### config.mk
export PLATFORM = sky130hd
export DESIGN_NAME = ib_top
export DESIGN_NICKNAME = d
export VERILOG_FILES = /design/src/dbg_pkg.sv /design/src/ib_pkg.sv /design/src/ib_top.sv /design/src/ib_entries.sv /design/src/ib_write_ctl.sv /design/src/dbg_inst_gen.sv
export VERILOG_INCLUDE_DIRS = /design/src /design/src/include
export SDC_FILE = /design/constraint.sdc
export NUM_CORES = 1
export LEC_CHECK = 0
export ABC_AREA = 1
export BUFFER_PORTS_ARGS = -buffer_cell sky130_fd_sc_hd__buf_2
export CORE_MARGIN = 2
export CORE_UTILIZATION = 45
export DETAILED_ROUTE_END_ITERATION = 12
export GPL_ROUTABILITY_DRIVEN = 0
export PLACE_DENSITY_LB_ADDON = 0.25
export SLEW_MARGIN = 20
export SYNTH_ARGS = -nofsm -noshare
export SYNTH_HDL_FRONTEND = slang
export SYNTH_SLANG_ARGS = --single-unit
### constraint.sdc
create_clock -name clk -period 10.03 [get_ports clk]
set_input_delay 1.5045 -clock clk [delete_from_list [all_inputs] [get_ports clk]]
set_output_delay 1.5045 -clock clk [all_outputs]
set_load 0.02 [all_outputs]
### src/include/ib_consts.svh
// constants for the four-entry instruction buffer and the debug instruction encoder
// depth and lane count are fixed; changing IB_DEPTH needs new write-position logic
// pc carries bits 31:1 only, so IB_PC_W is one less than the address width
`ifndef IB_CONSTS_SVH
`define IB_CONSTS_SVH

`define IB_DEPTH        4
`define IB_INSTR_W      32
`define IB_PC_W         31

// riscv major opcodes used by debug commands
`define RV_OPC_OP       7'b0110011
`define RV_OPC_SYSTEM   7'b1110011

`define RV_F3_OR        3'b110
`define RV_F3_CSRRW     3'b001
`define RV_F3_CSRRS     3'b010

`define DBG_FENCE_CSR   12'h7c4   // debug mode only

`endif
### src/dbg_pkg.sv
// debug command types and the instruction opcodes that the debug encoder emits
// only gpr and csr commands produce a buffer entry
// mem and reserved are acknowledged and dropped by the buffer

`include "ib_consts.svh"

package dbg_pkg;

   // abstract command type, as carried on dbg_cmd_type
   typedef enum logic [1:0] {
      dbg_gpr  = 2'd0,
      dbg_csr  = 2'd1,
      dbg_mem  = 2'd2,   // handled outside the buffer
      dbg_rsvd = 2'd3
   } dbg_cmd_type_e;

   // major opcodes of the generated instructions
   typedef enum logic [6:0] {
      opc_op     = `RV_OPC_OP,      // or
      opc_system = `RV_OPC_SYSTEM   // csrrw, csrrs
   } rv_opcode_e;

endpackage

### src/ib_pkg.sv
// buffer slot type, shared by the RTL and the testbench
// pc is stored as bits 31:1; bit 0 is always zero for aligned fetch
// the three dbg fields are only meaningful for an entry built from a debug command

`include "ib_consts.svh"

package ib_pkg;

   // one buffer slot
   typedef struct packed {
      logic [`IB_INSTR_W-1:0] instr;
      logic [`IB_PC_W:1]      pc;
      logic                   pc4;            // 4B instruction, else 2B
      logic                   dbg;            // came from a debug command
      logic                   dbg_wdata_rs1;  // debug write data goes onto rs1
      logic                   dbg_fence;      // write to the debug fence csr
   } ib_entry_t;

endpackage

### src/ib_top.sv
// instruction buffer between a dual-lane aligner and a dual-issue decoder
// single thread, single clock; flush is registered and empties the buffer in two edges
// debug gpr/csr commands enter at the head, only into an empty buffer

`include "ib_consts.svh"

module ib_top (
   input  logic                   clk,
   input  logic                   rst,
   input  logic                   flush,
   input  logic                   in0_valid,
   input  logic [`IB_INSTR_W-1:0] in0_instr,
   input  logic [`IB_PC_W:1]      in0_pc,
   input  logic                   in0_pc4,
   output logic                   in0_ready,
   input  logic                   in1_valid,
   input  logic [`IB_INSTR_W-1:0] in1_instr,
   input  logic [`IB_PC_W:1]      in1_pc,
   input  logic                   in1_pc4,
   output logic                   in1_ready,
   input  logic                   dbg_cmd_valid,
   input  logic                   dbg_cmd_write,
   input  logic [1:0]             dbg_cmd_type,
   input  logic [31:0]            dbg_cmd_addr,
   output logic                   dbg_cmd_ready,
   input  logic                   take0,
   input  logic                   take1,
   output logic                   out0_valid,
   output logic [`IB_INSTR_W-1:0] out0_instr,
   output logic [`IB_PC_W:1]      out0_pc,
   output logic                   out0_pc4,
   output logic                   out0_dbg,
   output logic                   out0_dbg_wdata_rs1,
   output logic                   out0_dbg_fence,
   output logic                   out1_valid,
   output logic [`IB_INSTR_W-1:0] out1_instr,
   output logic [`IB_PC_W:1]      out1_pc,
   output logic                   out1_pc4,
   output logic [`IB_DEPTH-1:0]   ib_valid
);
   import ib_pkg::*;
   import dbg_pkg::*;

   ib_entry_t            new0, new1, dbg_entry, entry0, entry1;
   dbg_cmd_type_e        dbg_type;
   logic                 dbg_accept_entry;
   logic                 load_dbg;
   logic [1:0]           load0_sel, load1_sel, shift_sel;
   logic [`IB_DEPTH-1:0] entry_en;

   assign dbg_type = dbg_cmd_type_e'(dbg_cmd_type);

   // aligner lanes never carry debug info
   assign new0 = '{instr: in0_instr, pc: in0_pc, pc4: in0_pc4,
                   dbg: 1'b0, dbg_wdata_rs1: 1'b0, dbg_fence: 1'b0};
   assign new1 = '{instr: in1_instr, pc: in1_pc, pc4: in1_pc4,
                   dbg: 1'b0, dbg_wdata_rs1: 1'b0, dbg_fence: 1'b0};

   dbg_inst_gen u_dbg_inst_gen (
      .dbg_cmd_write    (dbg_cmd_write),
      .dbg_cmd_type     (dbg_type),
      .dbg_cmd_addr     (dbg_cmd_addr),
      .dbg_entry        (dbg_entry),
      .dbg_accept_entry (dbg_accept_entry)
   );

   ib_write_ctl u_write_ctl (
      .clk              (clk),
      .rst              (rst),
      .flush            (flush),
      .in0_valid        (in0_valid),
      .in1_valid        (in1_valid),
      .dbg_cmd_valid    (dbg_cmd_valid),
      .dbg_accept_entry (dbg_accept_entry),
      .take0            (take0),
      .take1            (take1),
      .ib_valid         (ib_valid),
      .in0_ready        (in0_ready),
      .in1_ready        (in1_ready),
      .dbg_cmd_ready    (dbg_cmd_ready),
      .load0_sel        (load0_sel),
      .load1_sel        (load1_sel),
      .load_dbg         (load_dbg),
      .shift_sel        (shift_sel),
      .entry_en         (entry_en)
   );

   ib_entries u_entries (
      .clk       (clk),
      .rst       (rst),
      .new0      (new0),
      .new1      (new1),
      .dbg_entry (dbg_entry),
      .load0_sel (load0_sel),
      .load1_sel (load1_sel),
      .load_dbg  (load_dbg),
      .shift_sel (shift_sel),
      .entry_en  (entry_en),
      .entry0    (entry0),
      .entry1    (entry1)
   );

   assign out0_valid         = ib_valid[0];
   assign out0_instr         = entry0.instr;
   assign out0_pc            = entry0.pc;
   assign out0_pc4           = entry0.pc4;
   assign out0_dbg           = entry0.dbg;
   assign out0_dbg_wdata_rs1 = entry0.dbg_wdata_rs1;
   assign out0_dbg_fence     = entry0.dbg_fence;

   assign out1_valid = ib_valid[1];
   assign out1_instr = entry1.instr;
   assign out1_pc    = entry1.pc;
   assign out1_pc4   = entry1.pc4;

endmodule

### src/ib_entries.sv
// the four buffer registers and their input muxes
// selects come from ib_write_ctl; lane targets always sit above any shifted entry
// after reset only the dbg flags are defined; the payload starts unknown

`include "ib_consts.svh"

module ib_entries (
   input  logic                 clk,
   input  logic                 rst,
   input  ib_pkg::ib_entry_t    new0,
   input  ib_pkg::ib_entry_t    new1,
   input  ib_pkg::ib_entry_t    dbg_entry,
   input  logic [1:0]           load0_sel,
   input  logic [1:0]           load1_sel,
   input  logic                 load_dbg,
   input  logic [1:0]           shift_sel,
   input  logic [`IB_DEPTH-1:0] entry_en,
   output ib_pkg::ib_entry_t    entry0,
   output ib_pkg::ib_entry_t    entry1
);
   import ib_pkg::*;

   ib_entry_t ent_q   [`IB_DEPTH];
   ib_entry_t ent_nxt [`IB_DEPTH];
   ib_entry_t ent_ext [`IB_DEPTH+2];   // padded so entry 3 can look two up

   always_comb begin
      for (int i = 0; i < `IB_DEPTH; i++) begin
         ent_ext[i] = ent_q[i];
      end
      ent_ext[`IB_DEPTH]   = '0;
      ent_ext[`IB_DEPTH+1] = '0;
   end

   always_comb begin
      for (int i = 0; i < `IB_DEPTH; i++) begin
         if (load_dbg && (i == 0)) begin
            ent_nxt[i] = dbg_entry;            // buffer is empty here
         end else if (load0_sel == 2'(i)) begin
            ent_nxt[i] = new0;
         end else if (load1_sel == 2'(i)) begin
            ent_nxt[i] = new1;
         end else if (shift_sel[1]) begin
            ent_nxt[i] = ent_ext[i+2];         // two taken
         end else if (shift_sel[0]) begin
            ent_nxt[i] = ent_ext[i+1];
         end else begin
            ent_nxt[i] = ent_q[i];
         end
      end
   end

   always_ff @(posedge clk) begin
      for (int i = 0; i < `IB_DEPTH; i++) begin
         if (rst) begin
            ent_q[i].dbg <= 1'b0;
         end else if (entry_en[i]) begin
            ent_q[i] <= ent_nxt[i];
         end
      end
   end

   // decoder sees the head two only
   assign entry0 = ent_q[0];
   assign entry1 = ent_q[1];

endmodule

### src/ib_write_ctl.sv
// valid vector, readiness and write/shift selects for the four-entry buffer
// readiness ignores this cycle's takes and has no path from the decoder
// assumes take1 only with take0, and takes only on valid entries
// a debug command is only accepted into an empty buffer

`include "ib_consts.svh"

module ib_write_ctl (
   input  logic                 clk,
   input  logic                 rst,
   input  logic                 flush,
   input  logic                 in0_valid,
   input  logic                 in1_valid,
   input  logic                 dbg_cmd_valid,
   input  logic                 dbg_accept_entry,
   input  logic                 take0,
   input  logic                 take1,
   output logic [`IB_DEPTH-1:0] ib_valid,
   output logic                 in0_ready,
   output logic                 in1_ready,
   output logic                 dbg_cmd_ready,
   output logic [1:0]           load0_sel,
   output logic [1:0]           load1_sel,
   output logic                 load_dbg,
   output logic [1:0]           shift_sel,
   output logic [`IB_DEPTH-1:0] entry_en
);

   logic                 flush_q;
   logic [`IB_DEPTH-1:0] ibval;
   logic [`IB_DEPTH-1:0] ibval_nxt;
   logic [`IB_DEPTH-1:0] shift_ibval;
   logic [`IB_DEPTH-1:0] wr_vec;
   logic                 shift1, shift2;
   logic                 i0_wr, i1_wr, dbg_wr;
   logic [1:0]           free_slot;

   always_ff @(posedge clk) begin
      if (rst) begin
         flush_q <= 1'b0;
         ibval   <= '0;
      end else begin
         flush_q <= flush;
         ibval   <= ibval_nxt;
      end
   end

   // room is judged before this cycle's takes
   assign in0_ready     = ~ibval[3] & ~flush_q & ~dbg_cmd_valid;
   assign in1_ready     = ~ibval[2] & ~flush_q;
   assign dbg_cmd_ready = ~(|ibval) & ~flush_q;

   assign i0_wr  = in0_valid & in0_ready;
   assign i1_wr  = in1_valid & in1_ready & i0_wr;   // lane 1 never alone
   assign dbg_wr = dbg_cmd_valid & dbg_cmd_ready & dbg_accept_entry;

   assign shift1    = take0 & ~take1;
   assign shift2    = take0 & take1;
   assign shift_sel = {shift2, shift1};

   always_comb begin
      case (shift_sel)
         2'b01:   shift_ibval = {1'b0, ibval[3:1]};
         2'b10:   shift_ibval = {2'b0, ibval[3:2]};
         default: shift_ibval = ibval;
      endcase
   end

   // first free slot once the takes have shifted the queue
   always_comb begin
      if (shift_ibval[2]) begin
         free_slot = 2'd3;
      end else if (shift_ibval[1]) begin
         free_slot = 2'd2;
      end else if (shift_ibval[0]) begin
         free_slot = 2'd1;
      end else begin
         free_slot = 2'd0;
      end
   end

   assign load_dbg  = dbg_wr;
   assign load0_sel = dbg_wr ? 2'd0 : free_slot;
   assign load1_sel = (load0_sel == 2'd3) ? 2'd3 : load0_sel + 2'd1;   // saturates only when i1 is blocked

   always_comb begin
      for (int i = 0; i < `IB_DEPTH; i++) begin
         wr_vec[i] = (i0_wr & (load0_sel == 2'(i))) | (i1_wr & (load1_sel == 2'(i)));
      end
      wr_vec[0] = wr_vec[0] | dbg_wr;
   end

   assign entry_en  = wr_vec | (shift_ibval & {`IB_DEPTH{take0}});
   assign ibval_nxt = (shift_ibval | wr_vec) & ~{`IB_DEPTH{flush_q}};
   assign ib_valid  = ibval;

endmodule

### src/dbg_inst_gen.sv
// turns a debug gpr/csr command into an equivalent riscv instruction
// purely combinational; the result is only written when dbg_accept_entry is high
// write data is not carried; dbg_wdata_rs1 tells the decoder to take it via rs1

`include "ib_consts.svh"

module dbg_inst_gen (
   input  logic                   dbg_cmd_write,
   input  dbg_pkg::dbg_cmd_type_e dbg_cmd_type,
   input  logic [31:0]            dbg_cmd_addr,
   output ib_pkg::ib_entry_t      dbg_entry,
   output logic                   dbg_accept_entry
);
   import ib_pkg::*;
   import dbg_pkg::*;

   logic [4:0]  dreg;
   logic [11:0] dcsr;
   logic [2:0]  csr_f3;
   logic        is_csr;
   rv_opcode_e  opc;

   assign dreg   = dbg_cmd_addr[4:0];
   assign dcsr   = dbg_cmd_addr[11:0];
   assign is_csr = (dbg_cmd_type == dbg_csr);
   assign opc    = is_csr ? opc_system : opc_op;
   assign csr_f3 = dbg_cmd_write ? `RV_F3_CSRRW : `RV_F3_CSRRS;

   // mem and reserved never reach the buffer
   assign dbg_accept_entry = (dbg_cmd_type == dbg_gpr) | is_csr;

   always_comb begin
      dbg_entry.pc            = '0;
      dbg_entry.pc4           = 1'b1;
      dbg_entry.dbg           = 1'b1;
      dbg_entry.dbg_wdata_rs1 = dbg_cmd_write;
      dbg_entry.dbg_fence     = is_csr & dbg_cmd_write & (dcsr == `DBG_FENCE_CSR);

      if (is_csr) begin
         // csrrw/csrrs x0, csr, x0
         dbg_entry.instr = {dcsr, 5'd0, csr_f3, 5'd0, opc};
      end else if (dbg_cmd_write) begin
         dbg_entry.instr = {12'd0, 5'd0, `RV_F3_OR, dreg, opc};   // or reg, x0, x0
      end else begin
         dbg_entry.instr = {12'd0, dreg, `RV_F3_OR, 5'd0, opc};   // or x0, reg, x0
      end
   end

endmodule

# --- Word level (Yosys, flattened, before mapping) ---
# Memories as Yosys holds them, arrays and structs flattened.
# Cells that the tools add are included.
op_classes:
  n_eq_ne: 10
  reduce_logical: 4
  n_bitwise: 42
  add_sub_neg: 1
  n_mux: 45
ops:
  columns: ["cell", "count"]
  rows:
  - ["2-to-1 mux 67 bit", 17]
  - ["2-to-1 mux 32 bit", 1]
  - ["AND 1 bit", 21]
  - ["2-to-1 mux 20 bit", 1]
  - ["2-to-1 mux 1 bit", 19]
  - ["== test 12 x 11 -> 1 bit, second input constant", 1]
  - ["== test 2 bit, second input constant", 5]
  - ["2-to-1 mux 2 bit", 5]
  - ["bitwise OR 1 bit", 10]
  - ["AND 4 bit", 2]
  - ["== test 2 x 1 -> 1 bit, second input constant", 4]
  - ["bitwise OR 4 bit", 2]
  - ["case mux 4 bit (2 select lines)", 1]
  - ["2-to-1 mux 7 bit", 1]
  - ["zero test 2 bit", 3]
  - ["NOT 1 bit", 6]
  - ["NOT 4 bit", 1]
  - ["OR reduction 4 bit", 1]
  - ["adder 2 x 1 -> 2 bit, second input constant", 1]
word_totals:
  out_inout_bits: 140
  n_memories: 1
  reg_bits: 5
  mem_bits_rw: 268
mem_list:
  columns: ["name", "depth", "width", "read_ports", "rd_ports_with_merged_regs", "write_ports", "line_no", "text"]
  rows:
  - ["u_entries.ent_q", 4, 67, 4, 0, 4, "ib_entries.sv:23", "ib_entry_t ent_q [`IB_DEPTH];"]

# --- Depth between registers and ports, before layout ---
# Gate-level depths: netlist (run 1).
logic_depth:
  ltp_word: 19
  depth_mapped: 16
  ltp_nobuf: 13

# --- Modules after synthesis ---
# Synthesis (run 1) repeated with hierarchy kept, for this count alone.
hier_totals:
  hier_cells: 2185
  hier_area_um2: 16967.5
by_module_without_submodules:
  columns: ["mod", "cells_each", "area_per_inst_um2", "instances", "seq_area_each_um2"]
  rows:
  - ["ib_entries", 2009, 15862.7, 1, 8047.7]
  - ["dbg_inst_gen", 97, 550.5, 1, 0.0]
  - ["ib_write_ctl", 76, 535.5, 1, 100.1]
  - ["ib_top", 3, 18.8, 1, 0.0]

# --- Worst setup path before layout (run 1) ---
# Ideal clock, no wire load.
synth_timing:
  path_type: "input to register"
  from: "input port take0"
  to: "memory u_entries.ent_q[3][10] (netlist name), enable pin"
  arrival_ns: 6.300
  n_path_buf: 4
  path_stages: 14
  required_ns: 9.522
  path_slack_ns: 3.223
  cell_sequence: "buf_6 > buf_6 > nand3_2 > nand2_2 > nor2_2 > inv_1 > a21oi_1 > inv_1 > ha_1 > clkbuf_1 > inv_1 > buf_1 > nand3_1 > a21oi_1"
synth_lines:
  columns: ["element", "line_no", "text"]
  rows:
  - ["start, declared", "ib_top.sv:26", "input logic take0,"]
  - ["end, declared", "ib_entries.sv:23", null]

==> flow_summary.ini, run 1 <==
[sta]
grt_setup_unrepaired = false
skew_ns = 0.01256
setup_viol = 0
fin_crit_sh = 0.5923
hold_viol = 0
tightest_slew_ns = 0.9961
fin_setup_tns_ns = 0
fmax_mhz = 168.3
final-max-slew-violation-count = 0
min_period_ns = 5.940
max-slew-margin-rel = 0.3359

[min_path]
hp-start = u_write_ctl.flush_q
hold_path_end = u_write_ctl.ib_valid[1]
hold_depth = 3
hold_class = reg2reg

[clock_tree]
clk_pin_slew_worst_paths_ns = 0.06
post_cts_buffers = 0
cts_tree = built
clk_latency_ns = 0.57
clock_path_buffers = 3
cts-resized-gates = 0
cts_inserted_buffers = 31
clockRootBuffer = clkbuf_16
holdBufCountCts = 0
htreeDepth = 1
cts_num_sinks = 267

[floorplanning]
fp.dieH_um = 192.7
floorplan.initialDensity = 0.4537
die-area_um2 = 37120
core_um2 = 35310
rows = 69
pin_count = 311
die_w_um = 192.7

[power_and_ir_drop]
p_int_mw = 1.997
clkPwrFrac = 0.383
power.density_nw_per_um2 = 153.4
combPwrFrac = 0.156
ir_drop_v = 0.0001237
p_switching_mw = 0.7812
p_seq_frac = 0.462
p_leak_nw = 7.268
swShare = 0.2812

[routing]
wl_per_cell_um = 19.66
first_pass_iters = 8
ant_nets = 0
met1_length_um = 20720
dr_wl_met3_um = 4064
via_per_inst = 5.543
top_layer = met5
first_iter_violations = 1189
drcViolationCount = 0
drt-total-wl_um = 50210
num_vias = 14160
met2_wirelength_um = 24290

[worst_setup_path]
cpLargestDelayFamily = simple AND/OR/NAND/NOR gates
worstPathRequired_ns = 10.24
critical_path_class = in2reg
reg2reg_depth = 11
reg2reg_from = u_write_ctl.ib_valid[3]
critPathSlowestCell = nand2_4
path_buf_inv = 4
worstPathMaxFanout = 71
startpoint_type = primary input
path_common_cell = buf_4
timing.critical_path.arrival_ns = 6.15
r2r_end = u_entries.ent_q[2][32]
r2r_slack_ns = 5.06
end_kind = register
crit_path_max_incr_delay_ns = 0.76
crit_cells = 12
worstPathCellList = buf_4, nand3_1, nand2_4, a21oi_1, inv_1, ha_4, buf_4, a22oi_1, nand2_1, nand2_1, nor2_4, buf_4

[grt]
grt_max_degree = 73
gr-total-overflow = 0
antenna_found_initial = 7
grt_pass1_wl_um = 75270
grt_util_all_layers = 0.2630
grt_pass1_vias = 13350

[placement]
post-dp-hpwl_um = 29200
portBuffers = 290
placed_cell_area_um2 = 17140

[final_layout]
nNetsFinal = 2235
syn_to_final_growth_pct = 13.04
final_util = 0.5128
drive_above_1_share = 0.2128
stdcell_area_um2 = 18110

[yosys]
syn_inst = 1923
synth.distinct_cells = 28
ys_ff_latch = 267
ys_seq_area_frac = 0.4974
netlist_area_um2 = 16020
avgSynthCellArea_um2 = 8.330
synth_nets = 2096
ys.warnings.count = 0

[outcome]
status = finished clean

[job]
maxCapViolCount = 0
## cell usage after synthesis
cell / number / area share
nand2_1: 603 / 0.14
edfxtp_1: 262 / 0.49
o21ai_0: 220 / 0.069
inv_1: 189 / 0.044
nand3_1: 162 / 0.051
clkbuf_1: 97 / 0.023
o211ai_1: 85 / 0.040
nor2_1: 82 / 0.019
buf_4: 65 / 0.030
o211ai_2: 63 / 0.049
buf_2: 21 / 0.0066
buf_6: 14 / 0.0098
a21oi_1: 11 / 0.0034
buf_1: 8 / 0.0019
o22ai_1: 8 / 0.0031
nor2_2: 6 / 0.0023
dfxtp_1: 5 / 0.0062
inv_2: 5 / 0.0012
nor4_1: 3 / 0.0012
a22oi_1: 2 / 0.00094
ha_1: 2 / 0.0016
nand2_2: 2 / 0.00078
nand3_2: 2 / 0.0012
nand4_1: 2 / 0.00078
conb_1: 1 / 0.00023
o21ai_1: 1 / 0.00031
o31ai_1: 1 / 0.00047
or2_2: 1 / 0.00039
## tightest hold or removal path: cells and delay by family (launching register included)
kind / cells / cell delay (ns)
buffers and inverters: 1 / 0.03
and+or+nand+nor: 2 / 0.16
DFF: 1 / 0.35
## power groups by stage
| stage | combinational, mW | sequential, mW | clock [mW] |
|---|---|---|---|
| after floorplan | 0.264 | 1.33 | 0 |
| after global placement | 0.420 | 1.31 | 0 |
| after detailed placement | 0.429 | 1.31 | 0 |
| after CTS | 0.430 | 1.28 | 1.08 |
| after global routing | 0.476 | 1.28 | 1.11 |
| final | 0.432 | 1.28 | 1.06 |
## sequential cells by signal (all words and copies together) (netlist names)
register	count
u_write_ctl.ib_valid	4
u_entries.ent_q	262
u_write_ctl.flush_q	1
## routing by layer
metal / GRT usage / vias to the layer above
met1: 0.3530 / 6723
met2: 0.4421 / 653
met3: 0.03528 / 82
met4: 0.07986 / 4
met5: 0 / -
li1: - / 6696
## worst max-delay path by stage
stage,start,end,slack (ns)
after detailed placement,take0,u_entries.ent_q[2][61],3.53
after CTS,take0,u_entries.ent_q[2][32],4.14
final,take0,u_entries.ent_q[2][32],4.09
after floorplan,take0,u_entries.ent_q[3][10],3.22
after global routing,take0,u_entries.ent_q[2][32],3.83
after global placement,take0,u_entries.ent_q[2][61],3.54
## cell type report
type,count,area (um2)
clock buffer,35,790.8
multi-input combinational,1257,6257
antenna,7,17.52
inverter,194,733.2
tap,461,576.8
timing repair buffer,311,1634
fill,3357,17200
sequential,267,7968
clock inverter,22,131.4
## logic make-up (layout without fill, tap and decap cells)
kind of cell,Yosys count,in the layout,synth area share
AOI/OAI and AO/OA,391,391,0.1661
adders and majority gates,2,2,0.001562
buffers and inverters,399,562,0.1169
DFF,267,267,0.4974
other,1,8,0.0002341
and+or+nand+nor,863,863,0.2178
## stage by stage
| stage | power (mW) | setup slack [ns] | hold slack [ns] | instances |
|---|---|---|---|---|
| 2_1_floorplan | 1.592 | 3.223 | 0.5139 | 1923 |
| 3_3_place_gp | 1.726 | 3.538 | 0.5488 | 2489 |
| 3_5_place_dp | 1.735 | 3.532 | 0.5549 | 2489 |
| 4_1_cts | 2.793 | 4.137 | 0.5643 | 2546 |
| 5_1_grt | 2.872 | 3.826 | 0.6074 | 2551 |
| 6_report | 2.778 | 4.090 | 0.5686 | 2554 |
## cell usage in the layout (no fill, tap or decap), drive strengths merged, types with 8 or more instances in the layout
| cell | count |
|---|---|
| a21oi | 11 |
| buf | 311 |
| clkbuf | 35 |
| clkinv | 21 |
| edfxtp | 262 |
| inv | 193 |
| nand2 | 605 |
| nand3 | 164 |
| nor2 | 88 |
| o211ai | 148 |
| o21ai | 221 |
| o22ai | 8 |
Power figures use the tool's default switching activity.
==> run 2: changes to the inputs <==
Settings changed: ABC_AREA 1 to 0.
Clock period 10.03 ns to 5.78 ns, I/O delays scaled along.
==> run 2 against run 1 <==
Effect of this change:
- non-clock buffer count is 10 higher
- combinational power rose by 51%
- critical endpoint is now u_entries.ent_q[3][10]
- count of clock-buffer cells in the layout grew 5
- largest cell class unchanged
- largest power group unchanged
- sequential share of layout area rose by 2.8 points
- final area shrank 6.1%
==> flow_summary.ini, run 2 <==
[outcome]
status = finished clean

[grt]
grt_pass1_vias = 11730
antenna_found_initial = 10
busiest_layer = met2
grt_use_met2 = 0.4355
gr-total-overflow = 0
grt_pass1_wl_um = 69920
grt_max_degree = 129
met1_usage = 0.3709
grt_util_all_layers = 0.2680
grt_use_met3 = 0.04327

[final_layout]
stdcell_area_um2 = 17010
final_cell_mix = 288 x buf_2, 262 x edfxtp_1, 192 x nand3_1, 172 x nand2_1, 73 x o21ai_0
largest_register = u_entries.ent_q
final_util = 0.5269
largest_reg_flops = 262
final_common_cell = buf_2
stdcell_count = 1966
syn_to_final_growth_pct = 16.31
drive_above_1_share = 0.2918
nNetsFinal = 1667

[sta]
fmax_mhz = 261.2
fin_setup_tns_ns = 0
hold_viol = 0
fin_crit_sh = 0.6624
final-max-slew-violation-count = 0
max-slew-margin-rel = 0.2629
skew_ns = 0.009388
worst_slack_ns = 1.951
grt_setup_unrepaired = false
tightest_slew_ns = 1.106
setup_viol = 0
holdWs_ns = 0.5214
min_period_ns = 3.829

[yosys]
ys.warnings.count = 0
synth_top_cell_area_share = 0.5379
ys_ff_latch = 267
synth_nets = 1504
synth-compound-area-share = 0.1592
synth_most_common_cell = edfxtp_1
muxShareOfSynthArea = 0.09650
synth-xor-area-share = 0
ys_seq_area_frac = 0.5448
synth_fa_ha_area_frac = 0.001711
ys_async_sr_fraction = 0
synth_top_family_by_area = compound AO/OA/AOI/OAI gates
ys.flop_type = edfxtp_1
yosys-top-cells-area = edfxtp_1 54%, nand3_1 6.6%, mux2_2 4.9%, mux2i_1 4.7%, nand2_1 4.4%
synth.distinct_cells = 50
syn_inst = 1331
synth_edf_count = 262
yosys-top-cells-count = 262 x edfxtp_1, 192 x nand3_1, 173 x nand2_1
netlist_area_um2 = 14630
yosysTopAreaCell = edfxtp_1
avgSynthCellArea_um2 = 10.99
synthSimpleGateAreaFrac = 0.1290

[min_path]
hold_path_end = u_write_ctl.flush_q
hold_class = in2reg
hp-start = flush
hold_depth = 2

[placement]
placed_cell_area_um2 = 16040
place_ws_ns = 1.421
placed_cells = 1904
post-dp-hpwl_um = 27470
portBuffers = 290

[routing]
via_per_inst = 6.200
drcViolationCount = 0
first_pass_iters = 5
ant_nets = 0
wl_per_cell_um = 23.85
drt-total-wl_um = 46890
num_vias = 12190
first_iter_violations = 1509

[clock_tree]
cts_tree = built
cts_num_sinks = 267
cts-resized-gates = 0
cts_inserted_buffers = 30
holdBufCountCts = 0
clock_path_buffers = 3
clk_latency_ns = 0.56
clk_pin_slew_worst_paths_ns = 0.06
post_cts_buffers = 0
clockRootBuffer = clkbuf_16
htreeDepth = 1

[power_and_ir_drop]
ir_drop_v = 0.0002480
p_leak_nw = 6.325
power.density_nw_per_um2 = 280.7
p_total_mw = 4.775

[floorplanning]
die-area_um2 = 33960
die_w_um = 184.3
rows = 66
core_um2 = 32290
fp.dieH_um = 184.3
floorplan.initialDensity = 0.4530
pin_count = 311

[worst_setup_path]
end_kind = register
reg2reg_depth = 12
worstPathMaxFanout = 64
timing.critical_path.arrival_ns = 4.03
r2r_end = u_entries.ent_q[3][10]
worstPathRequired_ns = 5.98
critical_path_class = in2reg
r2r_slack_ns = 2.03
startpoint_type = primary input
reg2reg_from = u_write_ctl.ib_valid[2]

[job]
maxCapViolCount = 0
[run 2: layer usage]
metal,vias to the layer above,part of all wire
met3,90,0.090
met2,739,0.47
li1,5422,-
met4,6,0.025
met5,-,0.00087
met1,5932,0.41
[run 2: worst max path at each step]
stage | startpoint | to | depth (start not counted)
after floorplan | take0 | u_entries.ent_q[0][0] | 6
after global placement | take0 | u_entries.ent_q[3][23] | 13
after detailed placement | take0 | u_entries.ent_q[3][61] | 13
after CTS | take0 | u_entries.ent_q[3][4] | 13
after global routing | take0 | u_entries.ent_q[3][4] | 13
final | take0 | u_entries.ent_q[3][10] | 13
[run 2: kinds of logic (layout without fill, tap and decap cells)]
kind of cell / Yosys count / after routing
fa+ha+maj: 2 / 2
mux: 133 / 133
flops: 267 / 267
buf+inv: 194 / 381
other cells: 1 / 7
compound gates: 326 / 326
simple gates: 408 / 408
[run 2: area by class of cell]
type                    instances  area, um2
inverters                       4      15.01
repair buffers                321       1730
fillers                      2842      15280
diodes                          6      15.01
flip-flops and latches        267       7968
well taps                     442      553.0
clock buffers                  40      809.5
multi-input cells             870       5771
clock inverters                16      150.1
[run 2: worst max-delay path, cell delays in order]
cell and delay, ns:
buf_4 0.12, buf_4 0.46, nand3b_1 0.26, a21boi_1 0.20
and2_1 0.23, ha_4 0.17, buf_4 0.25, inv_2 0.11
buf_4 0.31, o2111a_1 0.23, o21ai_0 0.17, nor2_4 0.19
buf_12 0.35
[run 2: power breakdown]
part / switching, mW / internal (mW) / total (mW)
clock: 0.791 / 1.11 / 1.90
combinational: 0.431 / 0.223 / 0.654
sequential: 0.0178 / 2.20 / 2.22
total: 1.24 / 3.54 / 4.78
